--- src/common/pkt_rx_pkg.sv ---
`default_nettype none

package pkt_rx_pkg;

    typedef logic [7:0]  byte_t;
    typedef logic [5:0]  pkt_len_t;
    typedef logic [31:0] crc_t;
    typedef logic [8:0]  gap_cnt_t;
    typedef logic [3:0]  bit_cnt_t;

    // frame limits
    localparam pkt_len_t max_bytes     = 6'd63;
    localparam pkt_len_t min_frame_len = 6'd5;
    localparam pkt_len_t crc_bytes     = 6'd4; // trailing crc, lsb first

    // line timing, scaled down for simulation
    localparam int       clks_per_bit = 16;
    localparam gap_cnt_t gap_clks     = 9'd384; // 24 bit times of silence

    // standard crc-32, reflected form
    localparam crc_t crc_poly = 32'hEDB8_8320;
    localparam crc_t crc_init = 32'hFFFF_FFFF;

endpackage

`default_nettype wire

--- src/hdl/uart_rx.sv ---
`timescale 1ns/1ns
`default_nettype none

module uart_rx (
    input  wire                 i_clk,
    input  wire                 i_n_reset,
    input  wire                 i_serial,
    output logic                o_byte_valid,
    output pkt_rx_pkg::byte_t   o_byte
);

    typedef enum logic [1:0] {
        st_idle,
        st_start,
        st_data,
        st_stop
    } rx_state_t;

    rx_state_t              state;
    logic                   rx_meta;
    logic                   rx_sync;
    pkt_rx_pkg::bit_cnt_t   clk_cnt;
    logic [2:0]             bit_idx;
    pkt_rx_pkg::byte_t      shift_q;
    logic                   bit_tick;

    always_ff @(posedge i_clk or negedge i_n_reset) begin
        if (!i_n_reset) begin
            rx_meta <= 1'b1; // line idles high
            rx_sync <= 1'b1;
        end else begin
            rx_meta <= i_serial;
            rx_sync <= rx_meta;
        end
    end

    assign bit_tick = (clk_cnt == pkt_rx_pkg::bit_cnt_t'(pkt_rx_pkg::clks_per_bit - 1));

    always_ff @(posedge i_clk or negedge i_n_reset) begin
        if (!i_n_reset) begin
            state        <= st_idle;
            clk_cnt      <= '0;
            bit_idx      <= '0;
            o_byte_valid <= 1'b0;
        end else begin
            o_byte_valid <= 1'b0;
            case (state)
                st_idle: begin
                    clk_cnt <= '0;
                    if (!rx_sync) begin
                        state <= st_start;
                    end
                end
                st_start: begin
                    // half bit, minus the sync and detect latency
                    if (clk_cnt == pkt_rx_pkg::bit_cnt_t'(pkt_rx_pkg::clks_per_bit / 2 - 3)) begin
                        clk_cnt <= '0;
                        bit_idx <= '0;
                        state   <= rx_sync ? st_idle : st_data; // glitch, not a start bit
                    end else begin
                        clk_cnt <= clk_cnt + 1'b1;
                    end
                end
                st_data: begin
                    clk_cnt <= bit_tick ? '0 : clk_cnt + 1'b1;
                    if (bit_tick) begin
                        bit_idx <= bit_idx + 1'b1;
                        if (bit_idx == 3'd7) begin
                            state <= st_stop;
                        end
                    end
                end
                default: begin
                    clk_cnt <= bit_tick ? '0 : clk_cnt + 1'b1;
                    if (bit_tick) begin
                        o_byte_valid <= rx_sync; // framing error drops the byte
                        state        <= st_idle;
                    end
                end
            endcase
        end
    end

    always_ff @(posedge i_clk) begin
        if (state == st_data && bit_tick) begin
            shift_q <= {rx_sync, shift_q[7:1]}; // lsb arrives first
        end
    end

    assign o_byte = shift_q;

endmodule

`default_nettype wire

--- src/pkt_rx/frame_collector.sv ---
`timescale 1ns/1ns
`default_nettype none

module frame_collector (
    input  wire                     i_clk,
    input  wire                     i_n_reset,
    input  wire                     i_byte_valid,
    input  pkt_rx_pkg::byte_t       i_byte,
    input  wire                     i_frame_release,
    input  pkt_rx_pkg::pkt_len_t    i_chk_idx,
    input  pkt_rx_pkg::pkt_len_t    i_rd_idx,
    output logic                    o_frame_done,
    output pkt_rx_pkg::pkt_len_t    o_frame_len,
    output pkt_rx_pkg::byte_t       o_chk_byte,
    output pkt_rx_pkg::byte_t       o_rd_byte,
    output logic                    o_busy
);

    typedef enum logic [1:0] {
        st_idle,
        st_collect,
        st_hold
    } col_state_t;

    col_state_t             state;
    pkt_rx_pkg::pkt_len_t   len_q;
    pkt_rx_pkg::gap_cnt_t   gap_cnt;
    logic                   accept;
    logic                   room;

    // top entry is never written, keeps every 6-bit index in range
    pkt_rx_pkg::byte_t      mem [0:pkt_rx_pkg::max_bytes];

    assign o_frame_done = (state == st_collect) && (gap_cnt == pkt_rx_pkg::gap_clks);
    assign accept       = i_byte_valid && (state != st_hold) && !o_frame_done;
    assign room         = (len_q < pkt_rx_pkg::max_bytes); // overflow bytes are dropped

    always_ff @(posedge i_clk or negedge i_n_reset) begin
        if (!i_n_reset) begin
            state   <= st_idle;
            len_q   <= '0;
            gap_cnt <= '0;
        end else begin
            if (accept) begin
                state   <= st_collect;
                gap_cnt <= pkt_rx_pkg::gap_cnt_t'(1); // accept cycle counts as silent
                if (room) begin
                    len_q <= len_q + 1'b1;
                end
            end else if (o_frame_done) begin
                state <= st_hold;
            end else if (state == st_collect) begin
                gap_cnt <= gap_cnt + 1'b1;
            end else if (state == st_hold && i_frame_release) begin
                state <= st_idle;
                len_q <= '0;
            end
        end
    end

    always_ff @(posedge i_clk) begin
        if (accept && room) begin
            mem[len_q] <= i_byte;
        end
    end

    assign o_frame_len = len_q;
    assign o_busy      = (state != st_idle);

    // two independent read ports
    assign o_chk_byte  = mem[i_chk_idx];
    assign o_rd_byte   = mem[i_rd_idx];

endmodule

`default_nettype wire

--- src/pkt_rx/crc32_engine.sv ---
`timescale 1ns/1ns
`default_nettype none

module crc32_engine (
    input  wire                 i_clk,
    input  wire                 i_n_reset,
    input  wire                 i_start,
    input  wire                 i_en,
    input  pkt_rx_pkg::byte_t   i_byte,
    output pkt_rx_pkg::crc_t    o_crc
);

    pkt_rx_pkg::crc_t crc_q;
    pkt_rx_pkg::crc_t crc_next;

    always_comb begin
        crc_next = crc_q ^ {24'd0, i_byte};
        for (int step = 0; step < 8; step++) begin
            if (crc_next[0]) begin
                crc_next = (crc_next >> 1) ^ pkt_rx_pkg::crc_poly;
            end else begin
                crc_next = crc_next >> 1;
            end
        end
    end

    always_ff @(posedge i_clk or negedge i_n_reset) begin
        if (!i_n_reset) begin
            crc_q <= pkt_rx_pkg::crc_init;
        end else if (i_start) begin
            crc_q <= pkt_rx_pkg::crc_init;
        end else if (i_en) begin
            crc_q <= crc_next;
        end
    end

    assign o_crc = ~crc_q; // final xor

endmodule

`default_nettype wire

--- src/pkt_rx/pkt_checker.sv ---
`timescale 1ns/1ns
`default_nettype none

module pkt_checker (
    input  wire                     i_clk,
    input  wire                     i_n_reset,
    input  wire                     i_frame_done,
    input  pkt_rx_pkg::pkt_len_t    i_frame_len,
    input  pkt_rx_pkg::byte_t       i_chk_byte,
    input  wire                     i_pkt_ack,
    output pkt_rx_pkg::pkt_len_t    o_chk_idx,
    output logic                    o_frame_release,
    output logic                    o_pkt_req,
    output pkt_rx_pkg::pkt_len_t    o_pkt_len,
    output logic                    o_pkt_crc_ok
);

    typedef enum logic [2:0] {
        st_idle,
        st_feed,
        st_compare,
        st_offer,
        st_wait_ack_low
    } chk_state_t;

    chk_state_t             state;
    pkt_rx_pkg::pkt_len_t   payload_len;
    pkt_rx_pkg::crc_t       rx_crc;
    pkt_rx_pkg::crc_t       calc_crc;
    logic                   crc_start;
    logic                   crc_en;
    logic                   in_trailer;

    assign payload_len = o_pkt_len - pkt_rx_pkg::crc_bytes;
    assign in_trailer  = (o_chk_idx >= payload_len);
    assign crc_start   = (state == st_idle) && i_frame_done &&
                         (i_frame_len >= pkt_rx_pkg::min_frame_len);
    assign crc_en      = (state == st_feed) && !in_trailer;

    always_ff @(posedge i_clk or negedge i_n_reset) begin
        if (!i_n_reset) begin
            state           <= st_idle;
            o_chk_idx       <= '0;
            o_frame_release <= 1'b0;
            o_pkt_req       <= 1'b0;
            o_pkt_len       <= '0;
            o_pkt_crc_ok    <= 1'b0;
        end else begin
            o_frame_release <= 1'b0;
            case (state)
                st_idle: begin
                    if (crc_start) begin
                        o_pkt_len <= i_frame_len;
                        o_chk_idx <= '0;
                        state     <= st_feed;
                    end else if (i_frame_done) begin
                        o_frame_release <= 1'b1; // too short, drop it
                    end
                end
                st_feed: begin
                    o_chk_idx <= o_chk_idx + 1'b1;
                    if (o_chk_idx == o_pkt_len - 1'b1) begin
                        state <= st_compare;
                    end
                end
                st_compare: begin
                    o_pkt_crc_ok <= (rx_crc == calc_crc);
                    o_pkt_req    <= 1'b1;
                    state        <= st_offer;
                end
                st_offer: begin
                    if (i_pkt_ack) begin
                        o_pkt_req <= 1'b0;
                        state     <= st_wait_ack_low;
                    end
                end
                default: begin
                    if (!i_pkt_ack) begin
                        o_frame_release <= 1'b1;
                        state           <= st_idle;
                    end
                end
            endcase
        end
    end

    // trailing bytes arrive lsb first
    always_ff @(posedge i_clk) begin
        if (state == st_feed && in_trailer) begin
            rx_crc <= {i_chk_byte, rx_crc[31:8]};
        end
    end

    crc32_engine crc0 (
        .i_clk      (i_clk),
        .i_n_reset  (i_n_reset),
        .i_start    (crc_start),
        .i_en       (crc_en),
        .i_byte     (i_chk_byte),
        .o_crc      (calc_crc)
    );

endmodule

`default_nettype wire

--- src/hdl/pkt_rx_top.sv ---
`timescale 1ns/1ns
`default_nettype none

module pkt_rx_top (
    input  wire                     i_clk,
    input  wire                     i_n_reset,
    input  wire                     i_uart_rx,
    input  pkt_rx_pkg::pkt_len_t    i_rd_idx,
    input  wire                     i_pkt_ack,
    output logic                    o_pkt_req,
    output pkt_rx_pkg::pkt_len_t    o_pkt_len,
    output logic                    o_pkt_crc_ok,
    output pkt_rx_pkg::byte_t       o_rd_byte,
    output logic                    o_rx_busy
);

    logic                   byte_valid;
    pkt_rx_pkg::byte_t      rx_byte;
    logic                   frame_done;
    pkt_rx_pkg::pkt_len_t   frame_len;
    logic                   frame_release;
    pkt_rx_pkg::pkt_len_t   chk_idx;
    pkt_rx_pkg::byte_t      chk_byte;

    uart_rx uart_rx0 (
        .i_clk          (i_clk),
        .i_n_reset      (i_n_reset),
        .i_serial       (i_uart_rx),
        .o_byte_valid   (byte_valid),
        .o_byte         (rx_byte)
    );

    frame_collector collector0 (
        .i_clk              (i_clk),
        .i_n_reset          (i_n_reset),
        .i_byte_valid       (byte_valid),
        .i_byte             (rx_byte),
        .i_frame_release    (frame_release),
        .i_chk_idx          (chk_idx),
        .i_rd_idx           (i_rd_idx),
        .o_frame_done       (frame_done),
        .o_frame_len        (frame_len),
        .o_chk_byte         (chk_byte),
        .o_rd_byte          (o_rd_byte),
        .o_busy             (o_rx_busy)
    );

    pkt_checker checker0 (
        .i_clk              (i_clk),
        .i_n_reset          (i_n_reset),
        .i_frame_done       (frame_done),
        .i_frame_len        (frame_len),
        .i_chk_byte         (chk_byte),
        .i_pkt_ack          (i_pkt_ack),
        .o_chk_idx          (chk_idx),
        .o_frame_release    (frame_release),
        .o_pkt_req          (o_pkt_req),
        .o_pkt_len          (o_pkt_len),
        .o_pkt_crc_ok       (o_pkt_crc_ok)
    );

endmodule

`default_nettype wire

--- config.mk ---
export PLATFORM = sky130hd
export DESIGN_NAME = pkt_rx_top
export DESIGN_NICKNAME = d
export VERILOG_FILES = /design/src/common/pkt_rx_pkg.sv /design/src/hdl/uart_rx.sv /design/src/pkt_rx/frame_collector.sv /design/src/pkt_rx/crc32_engine.sv /design/src/pkt_rx/pkt_checker.sv /design/src/hdl/pkt_rx_top.sv
export SDC_FILE = /design/constraint.sdc
export NUM_CORES = 1
export LEC_CHECK = 0
export BUFFER_PORTS_ARGS = -buffer_cell sky130_fd_sc_hd__clkbuf_2
export CELL_PAD_IN_SITES_DETAIL_PLACEMENT = 1
export CELL_PAD_IN_SITES_GLOBAL_PLACEMENT = 1
export CORE_MARGIN = 1.5
export CORE_UTILIZATION = 30
export DETAILED_ROUTE_END_ITERATION = 12
export PLACE_DENSITY_LB_ADDON = 0.1
export SLEW_MARGIN = 10
export SYNTH_ARGS = -nofsm -noshare
export SYNTH_HDL_FRONTEND = slang
export SYNTH_SLANG_ARGS = --single-unit
--- constraint.sdc ---
create_clock -name i_clk -period 6.1 [get_ports i_clk]
set_input_delay 0.305 -clock i_clk [delete_from_list [all_inputs] [get_ports i_clk]]
set_output_delay 0.305 -clock i_clk [all_outputs]
set_load 0.01 [all_outputs]
==> impl_metrics.csv <==
group,metric,value,unit
logic_synthesis,ys_warn_count,0,
clock_tree,clkTransAtPathRegs,0.06,ns
clock_tree,clockBufferDepth,3,
drt,drtIter0Drc,1366,
logic_synthesis,synth_commonest_cells,"edfxtp_1 (552), mux4_2 (291), nor2_1 (99)",
drt,viasPerCell,5.37,
critical_path,crit_path_end_kind,"flip-flop",
clock_tree,cts_tree,"built",
logic_synthesis,synth_area,30200,um2
logic_synthesis,synth_area_leaders,"edfxtp_1 (55%), mux4_2 (22%), dfrtp_1 (3.7%)",
clock_tree,htree_levels,3,
sta,slew_headroom,0.136,
floorplan,rows,116,
logic_synthesis,ys_types,67,
clock_tree,cts_root_buf,"clkbuf_16",
floorplan,die_w,320,um
logic_synthesis,synthArstFlopShare,0.125,
sta,clock_skew,0.0299,ns
run_status,outcome,"complete, no violations",
clock_tree,clk_latency,0.64,ns
place,place_congestion,0.783,
layout,synthToLayoutAreaGrowth,14.7,%
logic_synthesis,synthesis.nets,1695,
sta,whs,0.112,ns
critical_path,crit_arrival,5.07,ns
place,pre_cts_ws,1.47,ns
layout,multi_input_area,11000,um2
sta,period_minus_slack,4.52,ns
floorplan,dieArea,103000,um2
layout,final-seq-area,18600,um2
clock_tree,clock_sinks,631,
pwr,ir_drop,537,uV
run,cap_viol_max_count,0,
sta,rsz0062_at_grt,"no",
floorplan,fp.coreArea,100000,um2
logic_synthesis,synth_cells,1663,
sta,fmax,221,MHz
sta,tightest_slew,1.29,ns
drt,first_pass_iters,4,
floorplan,io_pins,27,
clock_tree,hold_buffers,3,
global_route,grt_use_total,0.197,
clock_tree,cts_made_buffers,77,
sta,tns,0,ns
logic_synthesis,ys_seq_area_frac,0.615,
layout,drive_gt1_frac,0.315,
floorplan,chipHeight,320,um
sta,period_share,0.740,
clock_tree,post_cts_resized,0,
layout,final_core_util,0.347,
logic_synthesis,yosysTopAreaCell,"edfxtp_1",
critical_path,start_kind,"flip-flop",
sta,hold_viol,0,
pwr,leakage,11.3,nW
layout,fin_nets,1765,
sta,finalSetupViolCount,0,
layout,antenna_cells,0,
logic_synthesis,syn_area_per_cell,18.2,um2
place,io_buffers,26,
layout,nFillCells,9877,
global_route,antenna_found_initial,6,
pwr,powerDensity,520,nW/um2
global_route,grt_pass1_vias,17951,
global_route,grt-ovfl-total,0,
global_route,grt_max_degree,78,
drt,drc,0,
sta,setup_ws,1.58,ns
drt,wire_per_inst,32.4,um
logic_synthesis,synth_edf_count,552,
worst_hold_path,hp-class,"in2async",
floorplan,start_util,0.302,
drt,ant_nets,0,
logic_synthesis,yosysTopAreaCellShare,0.549,
clock_tree,cts_setup_buffers,0,
drt,vias,16569,
logic_synthesis,synth_flop_cell,"edfxtp_1",
critical_path,worstPathRequired,6.65,ns
logic_synthesis,post-synth-top-count-cell,"edfxtp_1",
critical_path,critPathMaxFanout,30,
sta,drv_slew,0,
critical_path,path_class,"reg2reg",
place,dp_hpwl,65600,um
logic_synthesis,synth_seq_cells,631,
drt,drt-total-wl,100000,um
global_route,grt_pass1_wl,142000,um
state kept, by name, indices dropped and copies added, names as in the netlist, 2 cells and up:
register and flops:
collector0.o_frame_len 6, checker0.rx_crc 32, collector0.state 2, uart_rx0.state 2, collector0.gap_cnt 9, uart_rx0.clk_cnt 4, collector0.mem 512, checker0.state 3
checker0.o_chk_idx 6, uart_rx0.bit_idx 3, checker0.o_pkt_len 6, uart_rx0.o_byte 8, checker0.crc0.crc_q 32
power breakdown:
group          total [mW]  internal [mW]  leakage [nW]  switching [mW]
sequential           5.42           5.00          5.92           0.420
clock                4.65           2.79          1.23            1.86
combinational        7.96           3.99          4.18            3.97
total                18.0           11.8          11.3            6.24
worst max-delay path, cell delays in order (launching register included):
cell	delay [ns]
dfrtp_4	0.90
buf_12	0.30
mux4_2	0.53
a221oi_1	0.56
o21ai_1	0.27
a32o_1	0.39
xor2_2	0.59
xnor2_4	0.24
xnor3_1	0.46
a21oi_1	0.15
area by class of cell:
cell class	instances	share of cell area
flip-flops and latches	631	0.537
multi-input cells	901	0.318
clock buffers	103	0.0626
well taps	1298	0.0469
repair buffers	98	0.0230
clock inverters	31	0.00989
inverters	24	0.00260
per-layer routing:
layer / up-vias / part of all wire / GRT usage
met3: 114 / 0.036 / 0.0269
met4: 0 / 0.019 / 0.0475
met5: - / 0 / 0
met2: 315 / 0.49 / 0.329
li1: 6948 / - / -
met1: 9192 / 0.45 / 0.273
stage by stage:
stage | total power [mW] | cells | cell area [um2]
global route | 18.9 | 3086 | 34700
finish | 18.0 | 3086 | 34700
detailed placement | 13.6 | 2949 | 32100
floorplan | 11.4 | 1663 | 30200
global placement | 13.6 | 2949 | 32100
CTS | 18.3 | 3086 | 34700
final timing paths:
kind	start	end	slack, ns	cells past startpoint
worst min-delay path	i_n_reset	uart_rx0.bit_idx[0]	0.11	2
worst min register to register	uart_rx0.rx_meta	uart_rx0.rx_sync	0.36	0
max in group asynchronous	i_n_reset	checker0.o_chk_idx[1]	4.75	3
worst max register to register	checker0.o_chk_idx[0]	checker0.crc0.crc_q[17]	1.58	9
min in group i_clk	i_uart_rx	uart_rx0.rx_meta	0.32	2
worst max-delay path	checker0.o_chk_idx[0]	checker0.crc0.crc_q[17]	1.58	9
cells by family (layout without fill, tap and decap cells):
family,after synthesis,after routing,share of synthesized area
compound gates,144,144,0.0305
fa+ha+maj,22,22,0.00911
mux,347,347,0.236
simple gates,273,273,0.0425
xor+xnor,115,115,0.0462
flops,631,631,0.615
buf+inv,131,256,0.0206
cell usage in the layout (no fill, tap or decap), drive strengths merged, types with 5 or more instances in the layout:
cell type,n
nor2,99
ha,22
nand2b,5
nor4,6
clkbuf,124
mux4,291
a21oi,57
mux2i,50
edfxtp,552
a21o,5
nand3,19
mux2,6
inv,28
or3,6
nor3,39
xor3,8
nand4,9
xor2,40
buf,74
a22oi,20
xnor2,56
and2,8
and3,5
dfstp,34
o21a,5
nor2b,7
xnor3,11
bufinv,7
o21ai,23
clkinv,19
dfrtp,45
nand2,56
Note: power is estimated with default switching activity, not from simulation.
